==> src/cpu_pkg.sv <==
`default_nettype none

package cpu_pkg;

    typedef logic [31:0] word_t;
    typedef logic [15:0] imm16_t;
    typedef logic [7:0]  imm8_t;

    typedef enum logic [3:0] {
        R0, R1, R2, R3, R4, R5, R6, R7,
        R8, R9, R10, R11, SP, LR, STATUS, PC
    } reg_e;

    typedef enum logic [3:0] {
        NONE, EQ, NE, LTU, GTU, LEU, GEU, LTS, GTS, LES, GES
    } cond_e;

    // 8'hf0 to 8'hff are alu ops, low nibble is the alu_op_e
    typedef enum logic [7:0] {
        NOP  = 8'h00,
        LD   = 8'h01,
        LDR  = 8'h02,
        LDI  = 8'h03,
        ST   = 8'h04,
        STR  = 8'h05,
        PUSH = 8'h06,
        POP  = 8'h07,
        INT  = 8'h08
    } opcode_e;

    typedef enum logic [3:0] {
        ADD, SUB, AND, OR, XOR, SHL, SHR, PASS
    } alu_op_e;

    typedef enum logic {
        USER,
        SUPERVISOR
    } cpu_mode_e;

    // bus masks
    typedef enum logic [1:0] {
        MASK_FULL,
        MASK_16,
        MASK_8
    } mask_e;

    typedef struct packed {
        logic negative;
        logic zero;
        logic carry;
        logic overflow;
    } alu_flags_t;

    typedef struct packed {
        cpu_mode_e  mode;
        logic       imask;
        alu_flags_t flags;
    } status_t;

    typedef struct packed {
        logic immediate;
        logic reverse;
        logic loadn;
        logic set_status;
    } alu_mode_t;

    // LD, LDI, ST
    typedef struct packed {
        reg_e   reg_a;
        imm16_t imm16;
    } imm_params_t;

    // register forms, also LDR, STR, PUSH, POP
    typedef struct packed {
        reg_e       reg_a;
        reg_e       reg_b;
        reg_e       reg_c;
        logic [3:0] rsvd;
        alu_mode_t  mode;
    } rr_params_t;

    typedef struct packed {
        reg_e      reg_a;
        reg_e      reg_b;
        imm8_t     imm8;
        alu_mode_t mode;
    } ri_params_t;

    typedef union packed {
        imm_params_t imm;
        rr_params_t  rr;
        ri_params_t  ri;
    } params_t;

    typedef struct packed {
        cond_e   cond;
        opcode_e opcode;
        params_t params;
    } ir_t;

    typedef struct packed {
        logic      oe_alu;
        alu_op_e   alu_op;
        reg_e      sel_a;
        reg_e      sel_b;
        reg_e      sel_in;
        logic      oe_a_reg;
        logic      oe_b_reg;
        logic      ld_reg;
        mask_e     a_mask_sel;
        mask_e     b_mask_sel;
        logic      ld_pc_lr;
        logic      post_inc_sp;
        logic      pre_dec_sp;
        logic      post_inc_pc;
        logic      oe_a_ir;
        logic      oe_b_ir;
        logic      oe_b_consts;
        logic      ld_ir;
        logic      ld_alu_status;
        logic      imask_in;
        logic      ld_imask;
        cpu_mode_e mode_in;
        logic      ld_mode;
    } ctrl_t;

    localparam word_t HWINT_VEC  = 32'd1;
    localparam word_t SWINT_VEC  = 32'd2;
    localparam word_t EXCEPT_VEC = 32'd3;

endpackage

`default_nettype wire

==> src/alu.sv <==
`timescale 1ns/10ps
`default_nettype none

module alu import cpu_pkg::*; (
    input  alu_op_e    op,
    input  word_t      a,
    input  word_t      b,
    output word_t      result,
    output alu_flags_t flags
);

    // bit 32 carries the carry flag
    logic [32:0] wide;
    logic [32:0] shr;
    logic        ovf;

    always_comb begin
        wide = '0;
        ovf = 1'b0;
        shr = {a, 1'b0} >> b[4:0];
        case (op)
            ADD: begin
                wide = {1'b0, a} + {1'b0, b};
                ovf = (a[31] == b[31]) && (wide[31] != a[31]);
            end
            SUB: begin
                wide = {1'b0, a} - {1'b0, b};
                // carry set means no borrow
                wide[32] = ~wide[32];
                ovf = (a[31] != b[31]) && (wide[31] != a[31]);
            end
            AND: wide = {1'b0, a & b};
            OR: wide = {1'b0, a | b};
            XOR: wide = {1'b0, a ^ b};
            SHL: wide = {1'b0, a} << b[4:0];
            // last bit shifted out lands in carry
            SHR: wide = {shr[0], shr[32:1]};
            default: wide = {1'b0, b};
        endcase

        result = wide[31:0];
        flags.negative = wide[31];
        flags.zero = (wide[31:0] == '0);
        flags.carry = wide[32];
        flags.overflow = ovf;
    end

endmodule

`default_nettype wire

==> src/datapath.sv <==
`timescale 1ns/10ps
`default_nettype none

module datapath import cpu_pkg::*; #(
    parameter word_t STACK_TOP = 32'h100
) (
    input  logic    clk,
    input  logic    rst,
    input  ctrl_t   ctrl,
    input  word_t   mem_rdata,
    output word_t   mem_addr,
    output word_t   mem_wdata,
    output ir_t     ir,
    output status_t status
);

    word_t      gpr [12];
    word_t      lr;
    word_t      sp;
    word_t      pc;
    status_t    status_q;
    ir_t        ir_q;

    word_t      a_bus;
    word_t      b_bus;
    word_t      alu_result;
    alu_flags_t alu_flags;
    word_t      wb;
    logic       ld_gpr;

    function automatic word_t read_reg(input reg_e r);
        case (r)
            // push addresses the slot below SP in the same cycle
            SP: read_reg = ctrl.pre_dec_sp ? sp - 32'd1 : sp;
            LR: read_reg = lr;
            STATUS: read_reg = {{(32 - $bits(status_t)){1'b0}}, status_q};
            PC: read_reg = pc;
            default: read_reg = gpr[r];
        endcase
    endfunction

    // imm8 for the 8-bit mask, imm16 otherwise
    function automatic word_t ir_operand(input mask_e m);
        if (m == MASK_8) begin
            ir_operand = {24'b0, ir_q.params.ri.imm8};
        end else begin
            ir_operand = {16'b0, ir_q.params.imm.imm16};
        end
    endfunction

    function automatic word_t mask_of(input mask_e m);
        case (m)
            MASK_16: mask_of = 32'h0000_ffff;
            MASK_8: mask_of = 32'h0000_00ff;
            default: mask_of = 32'hffff_ffff;
        endcase
    endfunction

    always_comb begin
        a_bus = '0;
        if (ctrl.oe_a_reg) begin
            a_bus = read_reg(ctrl.sel_a);
        end else if (ctrl.oe_a_ir) begin
            a_bus = ir_operand(ctrl.a_mask_sel);
        end
        a_bus = a_bus & mask_of(ctrl.a_mask_sel);
    end

    always_comb begin
        b_bus = '0;
        if (ctrl.oe_b_reg) begin
            b_bus = read_reg(ctrl.sel_b);
        end else if (ctrl.oe_b_ir) begin
            b_bus = ir_operand(ctrl.b_mask_sel);
        end else if (ctrl.oe_b_consts) begin
            // vector number rides on sel_b
            b_bus = {28'b0, ctrl.sel_b};
        end
        b_bus = b_bus & mask_of(ctrl.b_mask_sel);
    end

    alu u_alu (
        .op     (ctrl.alu_op),
        .a      (a_bus),
        .b      (b_bus),
        .result (alu_result),
        .flags  (alu_flags)
    );

    assign wb = ctrl.oe_alu ? alu_result : mem_rdata;
    assign ld_gpr = ctrl.ld_reg && (ctrl.sel_in < SP);

    assign mem_addr = b_bus;
    assign mem_wdata = a_bus;
    assign status = status_q;
    // cu decodes the word while it is being fetched
    assign ir = ctrl.ld_ir ? ir_t'(mem_rdata) : ir_q;

    always_ff @(posedge clk) begin
        if (rst) begin
            pc <= '0;
            sp <= STACK_TOP;
            status_q <= '{mode: SUPERVISOR, imask: 1'b0, flags: '0};
        end else begin
            if (ctrl.ld_reg && ctrl.sel_in == PC) begin
                pc <= wb;
            end else if (ctrl.post_inc_pc) begin
                pc <= pc + 32'd1;
            end

            if (ctrl.ld_reg && ctrl.sel_in == SP) begin
                sp <= wb;
            end else if (ctrl.pre_dec_sp) begin
                sp <= sp - 32'd1;
            end else if (ctrl.post_inc_sp) begin
                sp <= sp + 32'd1;
            end

            if (ctrl.ld_reg && ctrl.sel_in == STATUS) begin
                status_q <= status_t'(wb[$bits(status_t)-1:0]);
            end else begin
                if (ctrl.ld_alu_status) begin
                    status_q.flags <= alu_flags;
                end
                if (ctrl.ld_imask) begin
                    status_q.imask <= ctrl.imask_in;
                end
                if (ctrl.ld_mode) begin
                    status_q.mode <= ctrl.mode_in;
                end
            end
        end
    end

    always_ff @(posedge clk) begin
        if (ctrl.ld_ir) begin
            ir_q <= ir_t'(mem_rdata);
        end
        if (ld_gpr) begin
            gpr[ctrl.sel_in] <= wb;
        end
        // return address for jumps through PC
        if (ctrl.ld_pc_lr) begin
            lr <= pc;
        end else if (ctrl.ld_reg && ctrl.sel_in == LR) begin
            lr <= wb;
        end
    end

endmodule

`default_nettype wire

==> src/cu.sv <==
`timescale 1ns/10ps
`default_nettype none

module cu import cpu_pkg::*; (
    input  logic    clk,
    input  logic    rst,
    input  logic    start,
    input  logic    hwint,
    input  ir_t     ir,
    input  status_t status,
    output ctrl_t   ctrl,
    output logic    mem_rd,
    output logic    mem_wr
);

    typedef enum logic [4:0] {
        STOP,
        FETCH,
        NOP_EX,
        LD_EX,
        LDR_EX,
        LDI_EX,
        ST_EX,
        STR_EX,
        PUSH_EX,
        POP_EX,
        ALU_EX,
        HWINT1,
        HWINT2,
        SWINT1,
        SWINT2,
        EXCEPT1,
        EXCEPT2
    } state_e;

    state_e state;
    state_e decode_next;
    ir_t    ir_ex;
    logic   priv_fault;

    function automatic logic cond_ok(input cond_e c, input alu_flags_t f);
        case (c)
            EQ: cond_ok = f.zero;
            NE: cond_ok = !f.zero;
            LTU: cond_ok = !f.carry;
            GTU: cond_ok = f.carry && !f.zero;
            LEU: cond_ok = !f.carry || f.zero;
            GEU: cond_ok = f.carry;
            LTS: cond_ok = f.negative != f.overflow;
            GTS: cond_ok = !f.zero && (f.negative == f.overflow);
            LES: cond_ok = f.zero || (f.negative != f.overflow);
            GES: cond_ok = f.negative == f.overflow;
            default: cond_ok = 1'b1;
        endcase
    endfunction

    // reg_a is bits 19:16 in every format
    assign priv_fault = (ir.params.imm.reg_a == STATUS) && (status.mode == USER);

    always_comb begin
        decode_next = EXCEPT1;
        if (hwint && status.imask) begin
            decode_next = HWINT1;
        end else if (!cond_ok(ir.cond, status.flags)) begin
            decode_next = FETCH;
        end else begin
            casez (ir.opcode)
                NOP: decode_next = NOP_EX;
                LD: decode_next = priv_fault ? EXCEPT1 : LD_EX;
                LDR: decode_next = priv_fault ? EXCEPT1 : LDR_EX;
                LDI: decode_next = priv_fault ? EXCEPT1 : LDI_EX;
                ST: decode_next = ST_EX;
                STR: decode_next = STR_EX;
                PUSH: decode_next = PUSH_EX;
                POP: decode_next = priv_fault ? EXCEPT1 : POP_EX;
                INT: decode_next = SWINT1;
                8'hf?: decode_next = priv_fault ? EXCEPT1 : ALU_EX;
                default: decode_next = EXCEPT1;
            endcase
        end
    end

    always_ff @(posedge clk) begin
        if (rst) begin
            state <= STOP;
        end else begin
            case (state)
                STOP: state <= start ? FETCH : STOP;
                FETCH: state <= decode_next;
                HWINT1: state <= HWINT2;
                SWINT1: state <= SWINT2;
                EXCEPT1: state <= EXCEPT2;
                default: state <= FETCH;
            endcase
        end
    end

    // executing instruction, latched as it is fetched
    always_ff @(posedge clk) begin
        if (state == FETCH) begin
            ir_ex <= ir;
        end
    end

    always_comb begin
        ctrl = '0;
        mem_rd = 1'b0;
        mem_wr = 1'b0;

        case (state)
            // ir <- mem[pc++]
            FETCH: begin
                ctrl.sel_b = PC;
                ctrl.oe_b_reg = 1'b1;
                ctrl.ld_ir = 1'b1;
                ctrl.post_inc_pc = 1'b1;
                mem_rd = 1'b1;
            end
            LD_EX: begin
                ctrl.oe_b_ir = 1'b1;
                ctrl.b_mask_sel = MASK_16;
                ctrl.sel_in = ir_ex.params.imm.reg_a;
                ctrl.ld_reg = 1'b1;
                mem_rd = 1'b1;
            end
            LDR_EX: begin
                ctrl.sel_b = ir_ex.params.rr.reg_b;
                ctrl.oe_b_reg = 1'b1;
                ctrl.sel_in = ir_ex.params.rr.reg_a;
                ctrl.ld_reg = 1'b1;
                mem_rd = 1'b1;
            end
            LDI_EX: begin
                ctrl.oe_b_ir = 1'b1;
                ctrl.b_mask_sel = MASK_16;
                ctrl.alu_op = PASS;
                ctrl.oe_alu = 1'b1;
                ctrl.sel_in = ir_ex.params.imm.reg_a;
                ctrl.ld_reg = 1'b1;
            end
            ST_EX: begin
                ctrl.sel_a = ir_ex.params.imm.reg_a;
                ctrl.oe_a_reg = 1'b1;
                ctrl.oe_b_ir = 1'b1;
                ctrl.b_mask_sel = MASK_16;
                mem_wr = 1'b1;
            end
            STR_EX: begin
                ctrl.sel_a = ir_ex.params.rr.reg_a;
                ctrl.oe_a_reg = 1'b1;
                ctrl.sel_b = ir_ex.params.rr.reg_b;
                ctrl.oe_b_reg = 1'b1;
                mem_wr = 1'b1;
            end
            // mem[--sp] <- reg_a
            PUSH_EX: begin
                ctrl.pre_dec_sp = 1'b1;
                ctrl.sel_a = ir_ex.params.rr.reg_a;
                ctrl.oe_a_reg = 1'b1;
                ctrl.sel_b = SP;
                ctrl.oe_b_reg = 1'b1;
                mem_wr = 1'b1;
            end
            // reg_a <- mem[sp++]
            POP_EX: begin
                ctrl.post_inc_sp = 1'b1;
                ctrl.sel_b = SP;
                ctrl.oe_b_reg = 1'b1;
                ctrl.sel_in = ir_ex.params.rr.reg_a;
                ctrl.ld_reg = 1'b1;
                mem_rd = 1'b1;
            end
            ALU_EX: begin
                if (ir_ex.params.ri.mode.immediate) begin
                    if (ir_ex.params.ri.mode.reverse) begin
                        ctrl.oe_a_ir = 1'b1;
                        ctrl.a_mask_sel = MASK_8;
                        ctrl.sel_b = ir_ex.params.ri.reg_b;
                        ctrl.oe_b_reg = 1'b1;
                    end else begin
                        ctrl.sel_a = ir_ex.params.ri.reg_b;
                        ctrl.oe_a_reg = 1'b1;
                        ctrl.oe_b_ir = 1'b1;
                        ctrl.b_mask_sel = MASK_8;
                    end
                end else begin
                    if (ir_ex.params.rr.mode.reverse) begin
                        ctrl.sel_a = ir_ex.params.rr.reg_c;
                        ctrl.sel_b = ir_ex.params.rr.reg_b;
                    end else begin
                        ctrl.sel_a = ir_ex.params.rr.reg_b;
                        ctrl.sel_b = ir_ex.params.rr.reg_c;
                    end
                    ctrl.oe_a_reg = 1'b1;
                    ctrl.oe_b_reg = 1'b1;
                end
                ctrl.alu_op = alu_op_e'(ir_ex.opcode[3:0]);
                ctrl.oe_alu = !ir_ex.params.rr.mode.loadn;
                ctrl.sel_in = ir_ex.params.rr.reg_a;
                ctrl.ld_reg = !ir_ex.params.rr.mode.loadn;
                ctrl.ld_alu_status = ir_ex.params.rr.mode.set_status;
            end
            // save return pc below sp
            HWINT1, SWINT1, EXCEPT1: begin
                ctrl.pre_dec_sp = 1'b1;
                ctrl.sel_a = PC;
                ctrl.oe_a_reg = 1'b1;
                ctrl.sel_b = SP;
                ctrl.oe_b_reg = 1'b1;
                mem_wr = 1'b1;
            end
            // pc <- vector, supervisor mode
            HWINT2, SWINT2, EXCEPT2: begin
                if (state == HWINT2) begin
                    ctrl.sel_b = reg_e'(HWINT_VEC[3:0]);
                end else if (state == SWINT2) begin
                    ctrl.sel_b = reg_e'(SWINT_VEC[3:0]);
                end else begin
                    ctrl.sel_b = reg_e'(EXCEPT_VEC[3:0]);
                end
                ctrl.oe_b_consts = 1'b1;
                ctrl.alu_op = PASS;
                ctrl.oe_alu = 1'b1;
                ctrl.sel_in = PC;
                ctrl.ld_reg = 1'b1;
                ctrl.imask_in = 1'b0;
                ctrl.ld_imask = (state != EXCEPT2);
                ctrl.mode_in = SUPERVISOR;
                ctrl.ld_mode = 1'b1;
            end
            default: ;
        endcase

        // jumps keep a return address, vector loads do not
        ctrl.ld_pc_lr = ctrl.ld_reg && (ctrl.sel_in == PC) && !ctrl.ld_mode;
    end

endmodule

`default_nettype wire

==> src/cpu_top.sv <==
`timescale 1ns/10ps
`default_nettype none

module cpu_top import cpu_pkg::*; #(
    parameter word_t STACK_TOP = 32'h100
) (
    input  logic  clk,
    input  logic  rst,
    input  logic  start,
    input  logic  hwint,
    input  word_t mem_rdata,
    output logic  mem_rd,
    output logic  mem_wr,
    output word_t mem_addr,
    output word_t mem_wdata
);

    ctrl_t   ctrl;
    ir_t     ir;
    status_t status;

    cu u_cu (
        .clk    (clk),
        .rst    (rst),
        .start  (start),
        .hwint  (hwint),
        .ir     (ir),
        .status (status),
        .ctrl   (ctrl),
        .mem_rd (mem_rd),
        .mem_wr (mem_wr)
    );

    datapath #(
        .STACK_TOP (STACK_TOP)
    ) u_datapath (
        .clk       (clk),
        .rst       (rst),
        .ctrl      (ctrl),
        .mem_rdata (mem_rdata),
        .mem_addr  (mem_addr),
        .mem_wdata (mem_wdata),
        .ir        (ir),
        .status    (status)
    );

endmodule

`default_nettype wire

==> config.mk <==
export PLATFORM = sky130hd
export DESIGN_NAME = cpu_top
export DESIGN_NICKNAME = d
export VERILOG_FILES = /design/src/cpu_pkg.sv /design/src/alu.sv /design/src/datapath.sv /design/src/cu.sv /design/src/cpu_top.sv
export SDC_FILE = /design/constraint.sdc
export NUM_CORES = 2
export LEC_CHECK = 0
export BUFFER_PORTS_ARGS = -buffer_cell sky130_fd_sc_hd__buf_2
export CAP_MARGIN = 25
export CORE_UTILIZATION = 54
export CTS_BUF_LIST = sky130_fd_sc_hd__clkbuf_16
export CTS_CLUSTER_SIZE = 40
export DETAILED_ROUTE_END_ITERATION = 6
export PLACE_DENSITY = 0.79
export SYNTH_ARGS = -nofsm -noshare
export SYNTH_HDL_FRONTEND = slang
export SYNTH_SLANG_ARGS = --single-unit
==> constraint.sdc <==
create_clock -name clk -period 8.4 [get_ports clk]
set_input_delay 1.26 -clock clk [delete_from_list [all_inputs] [get_ports clk]]
set_output_delay 1.26 -clock clk [all_outputs]
set_load 0.01 [all_outputs]
==> impl_metrics.sql <==
INSERT INTO impl_metrics (metric_group, metric, value, unit) VALUES
('job', 'cap_violations', '0', ''),
('finish', 'layout-drive-gt1-share', '0.1598', ''),
('logic_synthesis', 'syn_avg_cell_area', '8.928', 'sq um'),
('logic_synthesis', 'ys_top_cells_by_area', 'sky130_fd_sc_hd__edfxtp_1 34%, sky130_fd_sc_hd__nand2_1 5.3%, sky130_fd_sc_hd__dfxtp_1 5.3%', ''),
('clock_network', 'clock-sinks', '543', ''),
('finish', 'area_growth', '12.41', '%'),
('placement', 'globalplace.congestion', '1.100', ''),
('routing', 'postRouteWirelength', '191500', 'microns'),
('clock_network', 'max-clock-path-buffers', '3', ''),
('global_route', 'globalRouteOverflowTotal', '0', ''),
('routing', 'drt_iter0_markers', '7103', ''),
('routing', 'num_vias', '40682', ''),
('logic_synthesis', 'synthesis.area', '0.03878', 'sq mm'),
('critical_path', 'reg2reg_depth', '29', ''),
('critical_path', 'critical_path.slowest_cell', 'sky130_fd_sc_hd__edfxtp_1', ''),
('logic_synthesis', 'yosysMostFrequentCell', 'sky130_fd_sc_hd__nand2_1', ''),
('logic_synthesis', 'asyncSetResetFlopFracSynth', '0', ''),
('critical_path', 'path_common_cell', 'sky130_fd_sc_hd__a21oi_1', ''),
('critical_path', 'crit-reg2reg-launch', 'u_cu.ir_ex[2]', ''),
('timing', 'max-slew-margin-rel', '0.1812', ''),
('logic_synthesis', 'synth-seq-area-share', '0.3938', ''),
('routing', 'avgViaCountPerCell', '7.458', ''),
('critical_path', 'path_max_fanout', '13', ''),
('global_route', 'grt_start_max_net_pins', '70', ''),
('logic_synthesis', 'number_of_flops_mapped_to_enable_cells_by_yosys', '440', ''),
('clock_network', 'cts_htree_levels', '2', ''),
('logic_synthesis', 'synth_top_area_frac', '0.3407', ''),
('placement', 'place_hpwl', '137500', 'microns'),
('critical_path', 'worstSetupPathDepth', '29', ''),
('logic_synthesis', 'syn_inst', '4344', ''),
('logic_synthesis', 'synth_cell_types', '118', ''),
('routing', 'routedWlPerCell', '35.11', 'microns'),
('worst_hold_path', 'hold-path-endpoint', 'u_datapath.ir_q[24]', ''),
('placement', 'port_buffers', '101', ''),
('global_route', 'grt_pass1_wl', '270000', 'microns'),
('routing', 'drt.antenna.violating_nets', '0', ''),
('floorplan', 'top_level_port_count', '102', ''),
('timing', 'timing.final.crit_share', '0.9872', ''),
('logic_synthesis', 'synthesis.nets', '4490', ''),
('timing', 'final_count_of_negative_setup_slack_endpoints', '0', ''),
('timing', 'setup_tns', '0', 'ps'),
('clock_network', 'ctsRootBufferMaster', 'sky130_fd_sc_hd__clkbuf_16', ''),
('floorplan', 'die_w', '270.0', 'microns'),
('finish', 'finalNetCount', '4602', ''),
('routing', 'post-route-drc-count', '0', ''),
('timing', 'worst_slew_pin_slew', '1224', 'ps'),
('timing', 'clock-skew-final', '84.16', 'ps'),
('critical_path', 'critical_path_arrival', '8670', 'ps'),
('critical_path', 'path_delay_family', 'compound AO/OA/AOI/OAI gates', ''),
('logic_synthesis', 'synth.ff_latch_count', '543', ''),
('timing', 'maxClockFrequency', '120.6', 'MHz'),
('critical_path', 'timing.rr.end', 'u_datapath.gpr[9][26]', ''),
('global_route', 'antenna_found_initial', '16', ''),
('timing', 'rsz0062_at_grt', 'no', ''),
('logic_synthesis', 'synth_area_leader_cell', 'sky130_fd_sc_hd__edfxtp_1', ''),
('timing', 'report.final.hold_viol_count', '0', ''),
('critical_path', 'critical_path_buffers_and_inverters', '6', ''),
('worst_hold_path', 'hold_path_startpoint', 'u_datapath.ir_q[24]', ''),
('critical_path', 'worst_setup_path_start_kind', 'flip-flop', ''),
('critical_path', 'cp-end-kind', 'flip-flop', ''),
('timing', 'post_layout_min_period', '8292', 'ps'),
('critical_path', 'setup.worst_path.class', 'flip-flop to flip-flop', ''),
('outcome', 'outcome', 'finished, final reports clean', ''),
('global_route', 'number_of_global_route_vias_before_repair', '37442', ''),
('clock_network', 'cts_tree', 'done', ''),
('worst_hold_path', 'kind_of_path_behind_the_tightest_hold_check', 'flip-flop to flip-flop', ''),
('worst_hold_path', 'whs_path_depth', '1', ''),
('global_route', 'global_route.usage.total', '0.5103', ''),
('critical_path', 'cp_slowest_stage_delay', '600', 'ps'),
('logic_synthesis', 'synthFlopType', 'sky130_fd_sc_hd__edfxtp_1', ''),
('floorplan', 'design.core.area', '0.07051', 'sq mm');
==> worst register-to-register path: cells and delay by family (launching register included) <==
kind	cells	cell delay [ps]
muxes	2	590
and+or+nand+nor	4	910
DFF	1	600
adders and majority gates	2	440
buffers and inverters	6	1150
AOI/OAI and AO/OA	15	4340
==> what timing repair did <==
| action | 4_1_cts | 5_1_grt |
|---|---|---|
| setup buffers | 0 | 2 |
| gates resized for setup | 0 | 9 |
| hold buffers | 0 | 0 |
| endpoints found under the setup margin | 0 | 99 |
==> area by class of cell <==
type	count	area, sq um
Fill cell	6001	26920
Antenna cell	10	25.02
Tap cell	940	1176
Sequential cell	543	15280
Inverter	148	555.5
Clock inverter	50	459.2
Multi-Input combinational cell	3287	21560
Timing Repair Buffer	417	3038
Clock buffer	60	1501
==> cells by family (layout without fill, tap and decap cells) <==
| family | count (synthesis) | count (layout) | share of synthesized area |
|---|---|---|---|
| and+or+nand+nor | 1631 | 1631 | 0.1978 |
| AOI/OAI and AO/OA | 1224 | 1224 | 0.2293 |
| DFF | 543 | 543 | 0.3938 |
| buffers and inverters | 514 | 675 | 0.05655 |
| muxes | 221 | 221 | 0.06362 |
| adders and majority gates | 110 | 110 | 0.03587 |
| xor gates and xnor gates | 101 | 101 | 0.02300 |
| other | 0 | 10 | 0 |
==> metrics by stage <==
stage / hold WS, ps / instances / instance area, sq um / worst slack [ps] / util
2_1_floorplan: 454.7 / 4344 / 38780 / 1025 / -
4_1_cts: 487.7 / 5440 / 43470 / 289.3 / 0.6164
5_1_grt: 511.2 / 5445 / 43570 / 36.61 / 0.6179
6_report: 487.6 / 5455 / 43600 / 107.7 / 0.6183
3_3_place_gp: 463.4 / 5330 / 41510 / 290.7 / 0.5886
3_5_place_dp: 472.9 / 5330 / 41510 / 264.7 / 0.5886
==> worst max-delay path by stage <==
stage                       start  slack (ps)                    end
CTS                 u_cu.state[1]         290  u_datapath.gpr[1][29]
global route        u_cu.state[4]          40  u_datapath.gpr[1][29]
floorplan           u_cu.ir_ex[2]        1020      u_datapath.lr[30]
detailed placement  u_cu.state[1]         260  u_datapath.gpr[8][29]
finish              u_cu.ir_ex[2]         110  u_datapath.gpr[9][26]
global placement    u_cu.state[1]         290  u_datapath.gpr[8][29]
==> registers in the layout (all words and copies together), names as in the netlist, named ones only <==
register and count:
u_datapath.status 6, u_datapath.gpr 384, u_cu.state 5, u_datapath.sp 32, u_datapath.ir_q 28, u_datapath.lr 32, u_datapath.pc 32, u_cu.ir_ex 20
==> metal layers <==
metal  vias to the layer above  share of wire  track usage
li1                      16712              -            -
met1                     19126           0.33       0.5915
met2                      3798           0.42       0.7558
met3                      1034           0.15       0.1823
met4                        12           0.10       0.4246
met5                         -        0.00046            0
==> cell usage in the layout, fill, tap and decap left out, types with 108 or more instances in the layout <==
cell type and count:
sky130_fd_sc_hd__nor2_1 362, sky130_fd_sc_hd__a21oi_1 240, sky130_fd_sc_hd__inv_1 140, sky130_fd_sc_hd__nand3_1 199
sky130_fd_sc_hd__nor3_1 165, sky130_fd_sc_hd__mux2i_1 138, sky130_fd_sc_hd__o21ai_0 140, sky130_fd_sc_hd__buf_4 302
sky130_fd_sc_hd__nand2_1 548, sky130_fd_sc_hd__edfxtp_1 440, sky130_fd_sc_hd__ha_1 108
Power is not shown: default switching activity piles up to over one toggle a cycle in this logic, so the estimate is an artifact.
